## src/source/coreDebug_params.svh

```systemverilog
`ifndef COREDEBUG_PARAMS_SVH
`define COREDEBUG_PARAMS_SVH

// Core word and register file
`define DATA_WIDTH 32
`define BYTE_LANES 4
`define REG_COUNT 32
`define REG_INDEX_WIDTH 5

// Management address map, region code in bits 15:14
`define MGMT_ADDR_WIDTH 16
`define CSR_INDEX_WIDTH 12
`define REGION_SYSTEM 2'b00
`define REGION_REGISTERS 2'b01
`define REGION_CSR 2'b10
`define PC_OFFSET_SET 4'h0

// Machine CSRs that are kept
`define CSR_MSCRATCH 12'h340
`define CSR_MCYCLE 12'hB00
`define CSR_MCYCLEH 12'hB80
`define CSR_MVENDORID 12'hF11
`define CSR_MIMPID 12'hF13
`define CSR_MHARTID 12'hF14

`endif
```

## src/source/debugAddressPkg.sv

```systemverilog
package debugAddressPkg;

	`include "coreDebug_params.svh"

	// Raw management address as seen on the port
	typedef logic [`MGMT_ADDR_WIDTH-1:0] mgmtAddr_t;

	// Integer register number, taken from address bits 6:2
	typedef logic [`REG_INDEX_WIDTH-1:0] regIndex_t;

	// CSR number, taken from address bits 13:2
	typedef logic [`CSR_INDEX_WIDTH-1:0] csrIndex_t;

	// Decoded form of one request
	typedef struct packed {
		logic selectPc;
		logic selectRegister;
		logic selectCsr;
		logic write;
		logic readValid;
		regIndex_t regIndex;
		csrIndex_t csrIndex;
		logic [`BYTE_LANES-1:0] byteSelect;
	} accessSelect_t;

endpackage

```

## src/source/coreDataPkg.sv

```systemverilog
package coreDataPkg;

	`include "coreDebug_params.svh"

	typedef logic [`DATA_WIDTH-1:0] word_t;

	// One bit per byte lane, bit 0 is the low byte
	typedef logic [`BYTE_LANES-1:0] byteSelect_t;

	// Host request, valid is a single-cycle strobe
	typedef struct packed {
		logic valid;
		logic write;
		byteSelect_t byteSelect;
		debugAddressPkg::mgmtAddr_t address;
		word_t writeData;
	} mgmtRequest_t;

	// Read response, valid one cycle after a read strobe
	typedef struct packed {
		logic valid;
		word_t readData;
	} mgmtResponse_t;

	typedef enum logic {
		HALTED = 1'b0,
		EXECUTING = 1'b1
	} runState_t;

endpackage

```

## src/source/coreDebugTop.sv

```systemverilog
`timescale 1ns/1ps

module coreDebugTop (
	input logic clk,
	input logic rst,
	input coreDataPkg::mgmtRequest_t request,
	input logic run,
	input logic [7:0] coreIndex,
	input logic [10:0] manufacturerID,
	input logic [15:0] partID,
	output coreDataPkg::mgmtResponse_t response
);

	import coreDataPkg::*;
	import debugAddressPkg::*;

	accessSelect_t access;
	word_t regReadData;
	word_t sysReadData;
	logic csrKnown;

	managementDecode u_managementDecode (
		.request(request),
		.run(run),
		.access(access)
	);

	registerBank u_registerBank (
		.clk(clk),
		.rst(rst),
		.access(access),
		.writeData(request.writeData),
		.regReadData(regReadData)
	);

	systemRegisters u_systemRegisters (
		.clk(clk),
		.rst(rst),
		.access(access),
		.writeData(request.writeData),
		.run(run),
		.coreIndex(coreIndex),
		.manufacturerID(manufacturerID),
		.partID(partID),
		.sysReadData(sysReadData),
		.csrKnown(csrKnown)
	);

	debugReadback u_debugReadback (
		.clk(clk),
		.rst(rst),
		.access(access),
		.regReadData(regReadData),
		.sysReadData(sysReadData),
		.csrKnown(csrKnown),
		.response(response)
	);

endmodule

```

## src/source/debugReadback.sv

```systemverilog
`timescale 1ns/1ps

`include "coreDebug_params.svh"

module debugReadback (
	input logic clk,
	input logic rst,
	input debugAddressPkg::accessSelect_t access,
	input coreDataPkg::word_t regReadData,
	input coreDataPkg::word_t sysReadData,
	input logic csrKnown,
	output coreDataPkg::mgmtResponse_t response
);

	import coreDataPkg::*;

	word_t sourceWord;
	word_t maskedWord;

	// Misses and reads while running return all ones
	always_comb begin
		if (access.selectPc) begin
			sourceWord = sysReadData;
		end else if (access.selectRegister) begin
			sourceWord = regReadData;
		end else if (access.selectCsr && csrKnown) begin
			sourceWord = sysReadData;
		end else begin
			sourceWord = '1;
		end
	end

	always_comb begin
		for (int lane = 0; lane < `BYTE_LANES; lane++) begin
			maskedWord[lane*8 +: 8] = access.byteSelect[lane] ? sourceWord[lane*8 +: 8] : 8'h00;
		end
	end

	always_ff @(posedge clk) begin
		if (rst) begin
			response.valid <= 1'b0;
		end else begin
			response.valid <= access.readValid;
		end
		response.readData <= maskedWord;
	end

	responseFollowsRead: assert property (
		@(posedge clk) disable iff (rst)
		response.valid |-> $past(access.readValid)
	) else $error("debugReadback: response without a read on the cycle before");

endmodule

```

## src/source/systemRegisters.sv

```systemverilog
`timescale 1ns/1ps

`include "coreDebug_params.svh"

module systemRegisters (
	input logic clk,
	input logic rst,
	input debugAddressPkg::accessSelect_t access,
	input coreDataPkg::word_t writeData,
	input logic run,
	input logic [7:0] coreIndex,
	input logic [10:0] manufacturerID,
	input logic [15:0] partID,
	output coreDataPkg::word_t sysReadData,
	output logic csrKnown
);

	import coreDataPkg::*;

	runState_t state;
	word_t programCounter;
	word_t mscratch;
	logic [63:0] cycleCount;
	word_t csrData;
	word_t vendorId;
	word_t implementationId;
	word_t hartId;

	// Run state follows run with one cycle of delay
	always_ff @(posedge clk) begin
		if (rst) begin
			state <= HALTED;
		end else begin
			case (state)
				HALTED: begin
					if (run) state <= EXECUTING;
				end
				EXECUTING: begin
					if (!run) state <= HALTED;
				end
				default: state <= HALTED;
			endcase
		end
	end

	// Counts every cycle spent executing
	always_ff @(posedge clk) begin
		if (rst) begin
			cycleCount <= '0;
		end else if (state == EXECUTING) begin
			cycleCount <= cycleCount + 64'd1;
		end
	end

	// Instructions are halfword aligned at least, so bit 0 is dropped
	always_ff @(posedge clk) begin
		if (rst) begin
			programCounter <= '0;
			mscratch <= '0;
		end else begin
			if (access.selectPc && access.write) begin
				programCounter <= {writeData[31:1], 1'b0};
			end
			if (access.selectCsr && access.write && (access.csrIndex == `CSR_MSCRATCH)) begin
				mscratch <= writeData;
			end
		end
	end

	// JEDEC bank and ID sit in bits 17:7 of mvendorid
	assign vendorId = {14'b0, manufacturerID, 7'b0};
	assign implementationId = {16'b0, partID};
	assign hartId = {24'b0, coreIndex};

	always_comb begin
		csrData = '1;
		csrKnown = 1'b1;
		case (access.csrIndex)
			`CSR_MSCRATCH: csrData = mscratch;
			`CSR_MCYCLE: csrData = cycleCount[31:0];
			`CSR_MCYCLEH: csrData = cycleCount[63:32];
			`CSR_MVENDORID: csrData = vendorId;
			`CSR_MIMPID: csrData = implementationId;
			`CSR_MHARTID: csrData = hartId;
			default: csrKnown = 1'b0;
		endcase
	end

	assign sysReadData = access.selectPc ? programCounter : csrData;

	pcStableWhileExecuting: assert property (
		@(posedge clk) disable iff (rst)
		(state == EXECUTING) |-> $stable(programCounter)
	) else $error("systemRegisters: PC changed while executing");

endmodule

```

## src/source/registerBank.sv

```systemverilog
`timescale 1ns/1ps

`include "coreDebug_params.svh"

module registerBank (
	input logic clk,
	input logic rst,
	input debugAddressPkg::accessSelect_t access,
	input coreDataPkg::word_t writeData,
	output coreDataPkg::word_t regReadData
);

	import coreDataPkg::*;

	word_t registers [`REG_COUNT];
	logic writeEnable;

	// x0 is never written, so its storage stays cleared
	assign writeEnable = access.selectRegister && access.write
		&& (access.regIndex != '0);

	always_ff @(posedge clk) begin
		if (rst) begin
			for (int i = 0; i < `REG_COUNT; i++) begin
				registers[i] <= '0;
			end
		end else begin
			if (writeEnable) begin
				registers[access.regIndex] <= writeData;
			end
		end
	end

	// x0 reads as zero
	always_comb begin
		if (access.regIndex == '0) begin
			regReadData = '0;
		end else begin
			regReadData = registers[access.regIndex];
		end
	end

	registerZeroStable: assert property (
		@(posedge clk) disable iff (rst)
		registers[0] == '0
	) else $error("registerBank: x0 storage holds a nonzero value");

endmodule

```

## src/source/managementDecode.sv

```systemverilog
`timescale 1ns/1ps

`include "coreDebug_params.svh"

module managementDecode (
	input coreDataPkg::mgmtRequest_t request,
	input logic run,
	output debugAddressPkg::accessSelect_t access
);

	import debugAddressPkg::*;

	mgmtAddr_t address;
	logic [1:0] region;
	logic strobe;
	logic pcHit;
	logic registerHit;
	logic csrHit;

	assign address = request.address;
	assign region = address[15:14];

	// Accesses only reach the core while it is halted
	assign strobe = request.valid && !run;

	// PC set lives at offset 0 of the system region
	assign pcHit = (region == `REGION_SYSTEM) && (address[13:4] == 10'h000)
		&& (address[3:0] == `PC_OFFSET_SET);

	// 32 words, upper sub-address bits must be zero
	assign registerHit = (region == `REGION_REGISTERS) && (address[13:7] == 7'h00);

	assign csrHit = (region == `REGION_CSR);

	assign access.selectPc = strobe && pcHit;
	assign access.selectRegister = strobe && registerHit;
	assign access.selectCsr = strobe && csrHit;
	assign access.write = strobe && request.write;

	// Every read strobe gets a response, even with run high or a miss
	assign access.readValid = request.valid && !request.write;

	assign access.regIndex = address[6:2];
	assign access.csrIndex = address[13:2];
	assign access.byteSelect = request.byteSelect;

	always_comb begin
		assert ($onehot0({access.selectPc, access.selectRegister, access.selectCsr}))
			else $error("managementDecode: more than one target selected");
	end

endmodule

```

## config.mk

```make
export PLATFORM = sky130hd
export DESIGN_NAME = coreDebugTop
export DESIGN_NICKNAME = d
export VERILOG_FILES = /design/src/source/debugAddressPkg.sv /design/src/source/coreDataPkg.sv /design/src/source/coreDebugTop.sv /design/src/source/debugReadback.sv /design/src/source/systemRegisters.sv /design/src/source/registerBank.sv /design/src/source/managementDecode.sv
export VERILOG_INCLUDE_DIRS = /design/src /design/src/source
export SDC_FILE = /design/constraint.sdc
export NUM_CORES = 2
export LEC_CHECK = 0
export BUFFER_PORTS_ARGS = -buffer_cell sky130_fd_sc_hd__buf_2
export CAP_MARGIN = 10
export CORE_UTILIZATION = 35
export DETAILED_ROUTE_END_ITERATION = 8
export SLEW_MARGIN = 20
export SYNTH_ARGS = -nofsm -noshare
export SYNTH_HDL_FRONTEND = slang
export SYNTH_SLANG_ARGS = --single-unit
```

## constraint.sdc

```tcl
create_clock -name clk -period 3.1 [get_ports clk]
set_input_delay 0.465 -clock clk [delete_from_list [all_inputs] [get_ports clk]]
set_output_delay 0.465 -clock clk [all_outputs]
set_load 0.02 [all_outputs]
```

==> impl_metrics.prom <==
# TYPE chip_impl_metric gauge
chip_impl_info{name="outcome",value="complete, no violations"} 1
chip_impl_metric{name="largest_net_degree_at_the_start_of_global_routing",unit=""} 120
chip_impl_metric{name="critPathMaxStageDelay",unit="ps"} 540
chip_impl_info{name="timing.hold.worst.start",value="partID[4]"} 1
chip_impl_metric{name="finalNetCount",unit=""} 4150
chip_impl_metric{name="cellLeakagePower",unit="nW"} 22.0
chip_impl_metric{name="vias_per_cell",unit=""} 5.33
chip_impl_metric{name="row_count",unit=""} 143
chip_impl_metric{name="routed_wl",unit="microns"} 159000
chip_impl_metric{name="clk_pin_slew",unit="ps"} 60
chip_impl_info{name="r2r-start",value="u_systemRegisters.cycleCount[0]"} 1
chip_impl_metric{name="design.die.area",unit="sq mm"} 0.155
chip_impl_metric{name="cts_hold_repair.buffers",unit=""} 7
chip_impl_info{name="reg2reg_to",value="u_systemRegisters.cycleCount[62]"} 1
chip_impl_metric{name="via_count_of_the_first_global_routing_pass",unit=""} 32700
chip_impl_metric{name="grt_usage",unit="%"} 20.2
chip_impl_metric{name="io_pins",unit=""} 125
chip_impl_info{name="critical_path.most_common_cell",value="sky130_fd_sc_hd__buf_4"} 1
chip_impl_metric{name="hold_depth",unit=""} 3
chip_impl_metric{name="synth_seq_area_share",unit="%"} 63.1
chip_impl_info{name="crit_path_start_kind",value="primary input"} 1
chip_impl_metric{name="critPathRequiredTime",unit="ps"} 3720
chip_impl_info{name="crit_path_top_delay_cell",value="sky130_fd_sc_hd__dlygate4sd3_1"} 1
chip_impl_metric{name="final.period_utilization",unit="%"} 92.8
chip_impl_metric{name="setup-violations-final",unit=""} 0
chip_impl_info{name="gr-max-usage-layer",value="met2"} 1
chip_impl_info{name="crit_path_cell_trace",value="dlygate4sd3_1 -> buf_2 -> nor4b_1 -> and4_1 -> and3_1 -> buf_4 -> nand2_1 -> nor2_2 -> buf_4 -> and2_1"} 1
chip_impl_metric{name="maxSlewHeadroom",unit="%"} 37.4
chip_impl_metric{name="critPathArrivalTime",unit="ps"} 3490
chip_impl_metric{name="maxSlewViolCount",unit=""} 0
chip_impl_metric{name="wire_per_inst",unit="microns"} 25.6
chip_impl_metric{name="clock_insertion_delay_worst_skew",unit="ps"} 780
chip_impl_metric{name="core_area",unit="sq mm"} 0.152
chip_impl_metric{name="numPortBuffers",unit=""} 124
chip_impl_metric{name="achievable-frequency",unit="GHz"} 0.348
chip_impl_metric{name="hpwlAfterDp",unit="microns"} 103000
chip_impl_metric{name="hold_violations",unit=""} 0
chip_impl_metric{name="drt.antenna.violating_nets",unit=""} 0
chip_impl_metric{name="r2r.worst_path.cells",unit=""} 7
chip_impl_metric{name="timing.reg2reg.setup_slack",unit="ps"} 430
chip_impl_info{name="synth_ff_type",value="sky130_fd_sc_hd__edfxtp_1"} 1
chip_impl_metric{name="irDropWorstVdd",unit="V"} 0.000483
chip_impl_info{name="holdPathEnd",value="u_debugReadback.response[4]"} 1
chip_impl_metric{name="max-clock-path-buffers",unit=""} 3
chip_impl_metric{name="syn-mean-instance-area",unit="sq um"} 14.0
chip_impl_info{name="critical-path-top-delay-family",value="simple AND/OR/NAND/NOR gates"} 1
chip_impl_info{name="clock-root-buffer",value="sky130_fd_sc_hd__clkbuf_16"} 1
chip_impl_metric{name="antenna_cells_inserted",unit=""} 0
chip_impl_metric{name="cts_h_tree_lvls",unit=""} 4
chip_impl_metric{name="ys_seq_elements",unit=""} 1185
chip_impl_info{name="cts_tree",value="done"} 1
chip_impl_metric{name="async_sr_flop_fraction",unit="%"} 0
chip_impl_metric{name="use_met3",unit="%"} 4.56
chip_impl_metric{name="max_cap_viol_count",unit=""} 0
chip_impl_metric{name="worst_pin_slew",unit="ps"} 936
chip_impl_metric{name="overflow",unit=""} 0
chip_impl_metric{name="dr.first_iter.drc_count",unit=""} 3751
chip_impl_metric{name="synthToLayoutAreaGrowth",unit="%"} 17.2
chip_impl_metric{name="floorplan.die.width",unit="microns"} 394
chip_impl_info{name="rsz0062_at_grt",value="no"} 1
chip_impl_metric{name="vias",unit=""} 33000
chip_impl_info{name="cp-end-kind",value="register"} 1
chip_impl_metric{name="yosys.cell_types.count",unit=""} 64
chip_impl_metric{name="fin_worst_skew",unit="ps"} 38.3
chip_impl_metric{name="synth-edff-count",unit=""} 1024
chip_impl_metric{name="place_congestion",unit=""} 0.917
chip_impl_metric{name="syn-instance-count",unit=""} 3836
chip_impl_metric{name="grt_pass1_wl",unit="microns"} 231000
chip_impl_metric{name="crit_buf_inv",unit=""} 4
chip_impl_metric{name="final_layout_size_suffix_gt1_share",unit="%"} 22.1
chip_impl_metric{name="cts_post_setup_buffers_inserted",unit=""} 0
chip_impl_metric{name="finalCriticalPeriod",unit="ps"} 2880
chip_impl_metric{name="num-fill-cells",unit=""} 13900
chip_impl_metric{name="detail_route.first_pass.iterations",unit=""} 8
chip_impl_info{name="crit_type",value="in -> reg"} 1
chip_impl_metric{name="cts_resized",unit=""} 0
chip_impl_metric{name="post-layout-total-power",unit="W"} 0.0363
chip_impl_metric{name="worstPathMaxFanout",unit=""} 32
chip_impl_metric{name="antenna_violations_before_repair",unit=""} 9
chip_impl_metric{name="grtUsageMet2",unit="%"} 31.3
chip_impl_metric{name="fin_setup_tns",unit="ps"} 0
chip_impl_info{name="type_of_the_worst_min_delay_path",value="in -> reg"} 1
chip_impl_metric{name="fp.dieH",unit="microns"} 394
chip_impl_metric{name="initial_utilization",unit="%"} 35.3
chip_impl_metric{name="utilization",unit="%"} 41.4
chip_impl_metric{name="ys_warn_count",unit=""} 0
chip_impl_metric{name="clock_sink_count",unit=""} 1185
chip_impl_metric{name="power.density_cell_area",unit="mW/mm^2"} 574
chip_impl_metric{name="grt_met1_usage",unit="%"} 28.1
chip_impl_metric{name="drt_drc_violations_left",unit=""} 0
chip_impl_metric{name="synth.cell_area",unit="sq mm"} 0.0539
chip_impl_metric{name="numCtsBuffers",unit=""} 133
-- sequential cells by signal, indices dropped and copies added, names as in the netlist --
| signal | cells |
|---|---|
| u_debugReadback.response | 33 |
| u_systemRegisters.mscratch | 32 |
| u_systemRegisters.programCounter | 31 |
| u_systemRegisters.cycleCount | 64 |
| u_registerBank.registers | 1024 |
| u_systemRegisters.state | 1 |
-- stage by stage --
step / instance area, sq um / cells / setup slack (ps) / hold WS (ps)
finish: 63100 / 6188 / 224 / 46.6
global route: 63100 / 6188 / 151 / 63.5
global placement: 58900 / 5945 / 9.86 / 436
detailed placement: 58900 / 5945 / 37.3 / 444
CTS: 63100 / 6188 / 341 / 2.90
floorplan: 54000 / 3867 / 353 / 423
-- worst reg2reg max path, delay by kind of cell, from the launching register on --
family          cells  cell delay, ps
compound gates      1             140
fa+ha+maj           1             200
simple gates        5            1840
flops               1             440
-- worst max path at each step --
stage / to / startpoint / depth (start not counted) / slack (ps)
2_1_floorplan: u_registerBank.registers[29][0] / request[34] / 8 / 350
3_3_place_gp: u_debugReadback.response[6] / request[38] / 8 / 10
3_5_place_dp: u_debugReadback.response[6] / request[38] / 8 / 40
4_1_cts: u_registerBank.registers[22][21] / run / 10 / 340
5_1_grt: u_registerBank.registers[22][21] / run / 10 / 150
6_report: u_registerBank.registers[22][11] / run / 10 / 220
-- report_power, final --
part / total, W / internal, W / switching, W
Sequential: 0.0182 / 0.0180 / 0.000228
Clock: 0.0153 / 0.00875 / 0.00652
Combinational: 0.00276 / 0.00112 / 0.00164
Total: 0.0363 / 0.0279 / 0.00839
-- cell usage after synthesis (all sizes together) (6+ instances only) --
| master | count | area [sq um] |
|---|---|---|
| nand3 | 41 | 210 |
| nand4 | 23 | 144 |
| a31oi | 10 | 62.6 |
| mux2i | 104 | 1040 |
| a221oi | 26 | 228 |
| inv | 7 | 26.3 |
| o2bb2ai | 7 | 61.3 |
| mux2 | 20 | 225 |
| a211oi | 27 | 203 |
| o21ai | 65 | 325 |
| or2 | 33 | 206 |
| a22o | 6 | 52.6 |
| or3 | 15 | 93.8 |
| xnor2 | 25 | 219 |
| a22oi | 19 | 143 |
| dfxtp | 161 | 3220 |
| nand2b | 14 | 87.6 |
| buf | 70 | 419 |
| edfxtp | 1024 | 30700 |
| mux4 | 257 | 5790 |
| o211ai | 10 | 75.1 |
| xor2 | 25 | 219 |
| nand2 | 221 | 830 |
| nor2 | 125 | 469 |
| a21o | 12 | 90.1 |
| and2 | 998 | 6240 |
| nor2b | 17 | 106 |
| nor3 | 14 | 75.1 |
| and3 | 19 | 119 |
| o221ai | 21 | 190 |
| nor4 | 12 | 93.8 |
| and4 | 8 | 70.1 |
| clkbuf | 275 | 1040 |
| a21oi | 91 | 455 |
-- cells by family (layout without fill, tap and decap cells) --
| group | after synthesis | in the layout | synth area share, % |
|---|---|---|---|
| xor gates and xnor gates | 50 | 50 | 0.813 |
| AOI/OAI and AO/OA | 308 | 308 | 3.70 |
| and+or+nand+nor | 1558 | 1558 | 16.5 |
| DFF | 1185 | 1185 | 63.1 |
| adders and majority gates | 1 | 1 | 0.0232 |
| other | 1 | 32 | 0.00696 |
| buffers and inverters | 352 | 643 | 2.75 |
| muxes | 381 | 381 | 13.1 |
-- layout by cell type, fill, tap and decap left out, drive strengths merged, types with 91 or more instances in the layout --
cell,synthesis,routed
dfxtp,161,161
and2,998,998
edfxtp,1024,1024
mux2i,104,104
buf,70,393
mux4,257,257
nand2,221,221
a21oi,91,91
nor2,125,125
clkbuf,275,185
-- layout make-up --
class	count	area [sq um]	area share [%]
clock buffer	185	3630	5.76
multi-input combinational	2330	18600	29.5
tap	2030	2540	4.02
sequential	1185	34000	53.8
inverter	7	26.3	0.0416
clock inverter	51	542	0.858
timing repair buffer	400	3770	5.97
-- routing by layer --
metal	share of wire (%)	vias up
met3	8.6	223
met4	2.9	4
met1	42	17000
li1	-	14400
met2	46	1318
met5	0.010	-
No activity file was read; power rests on OpenSTA's default activity.
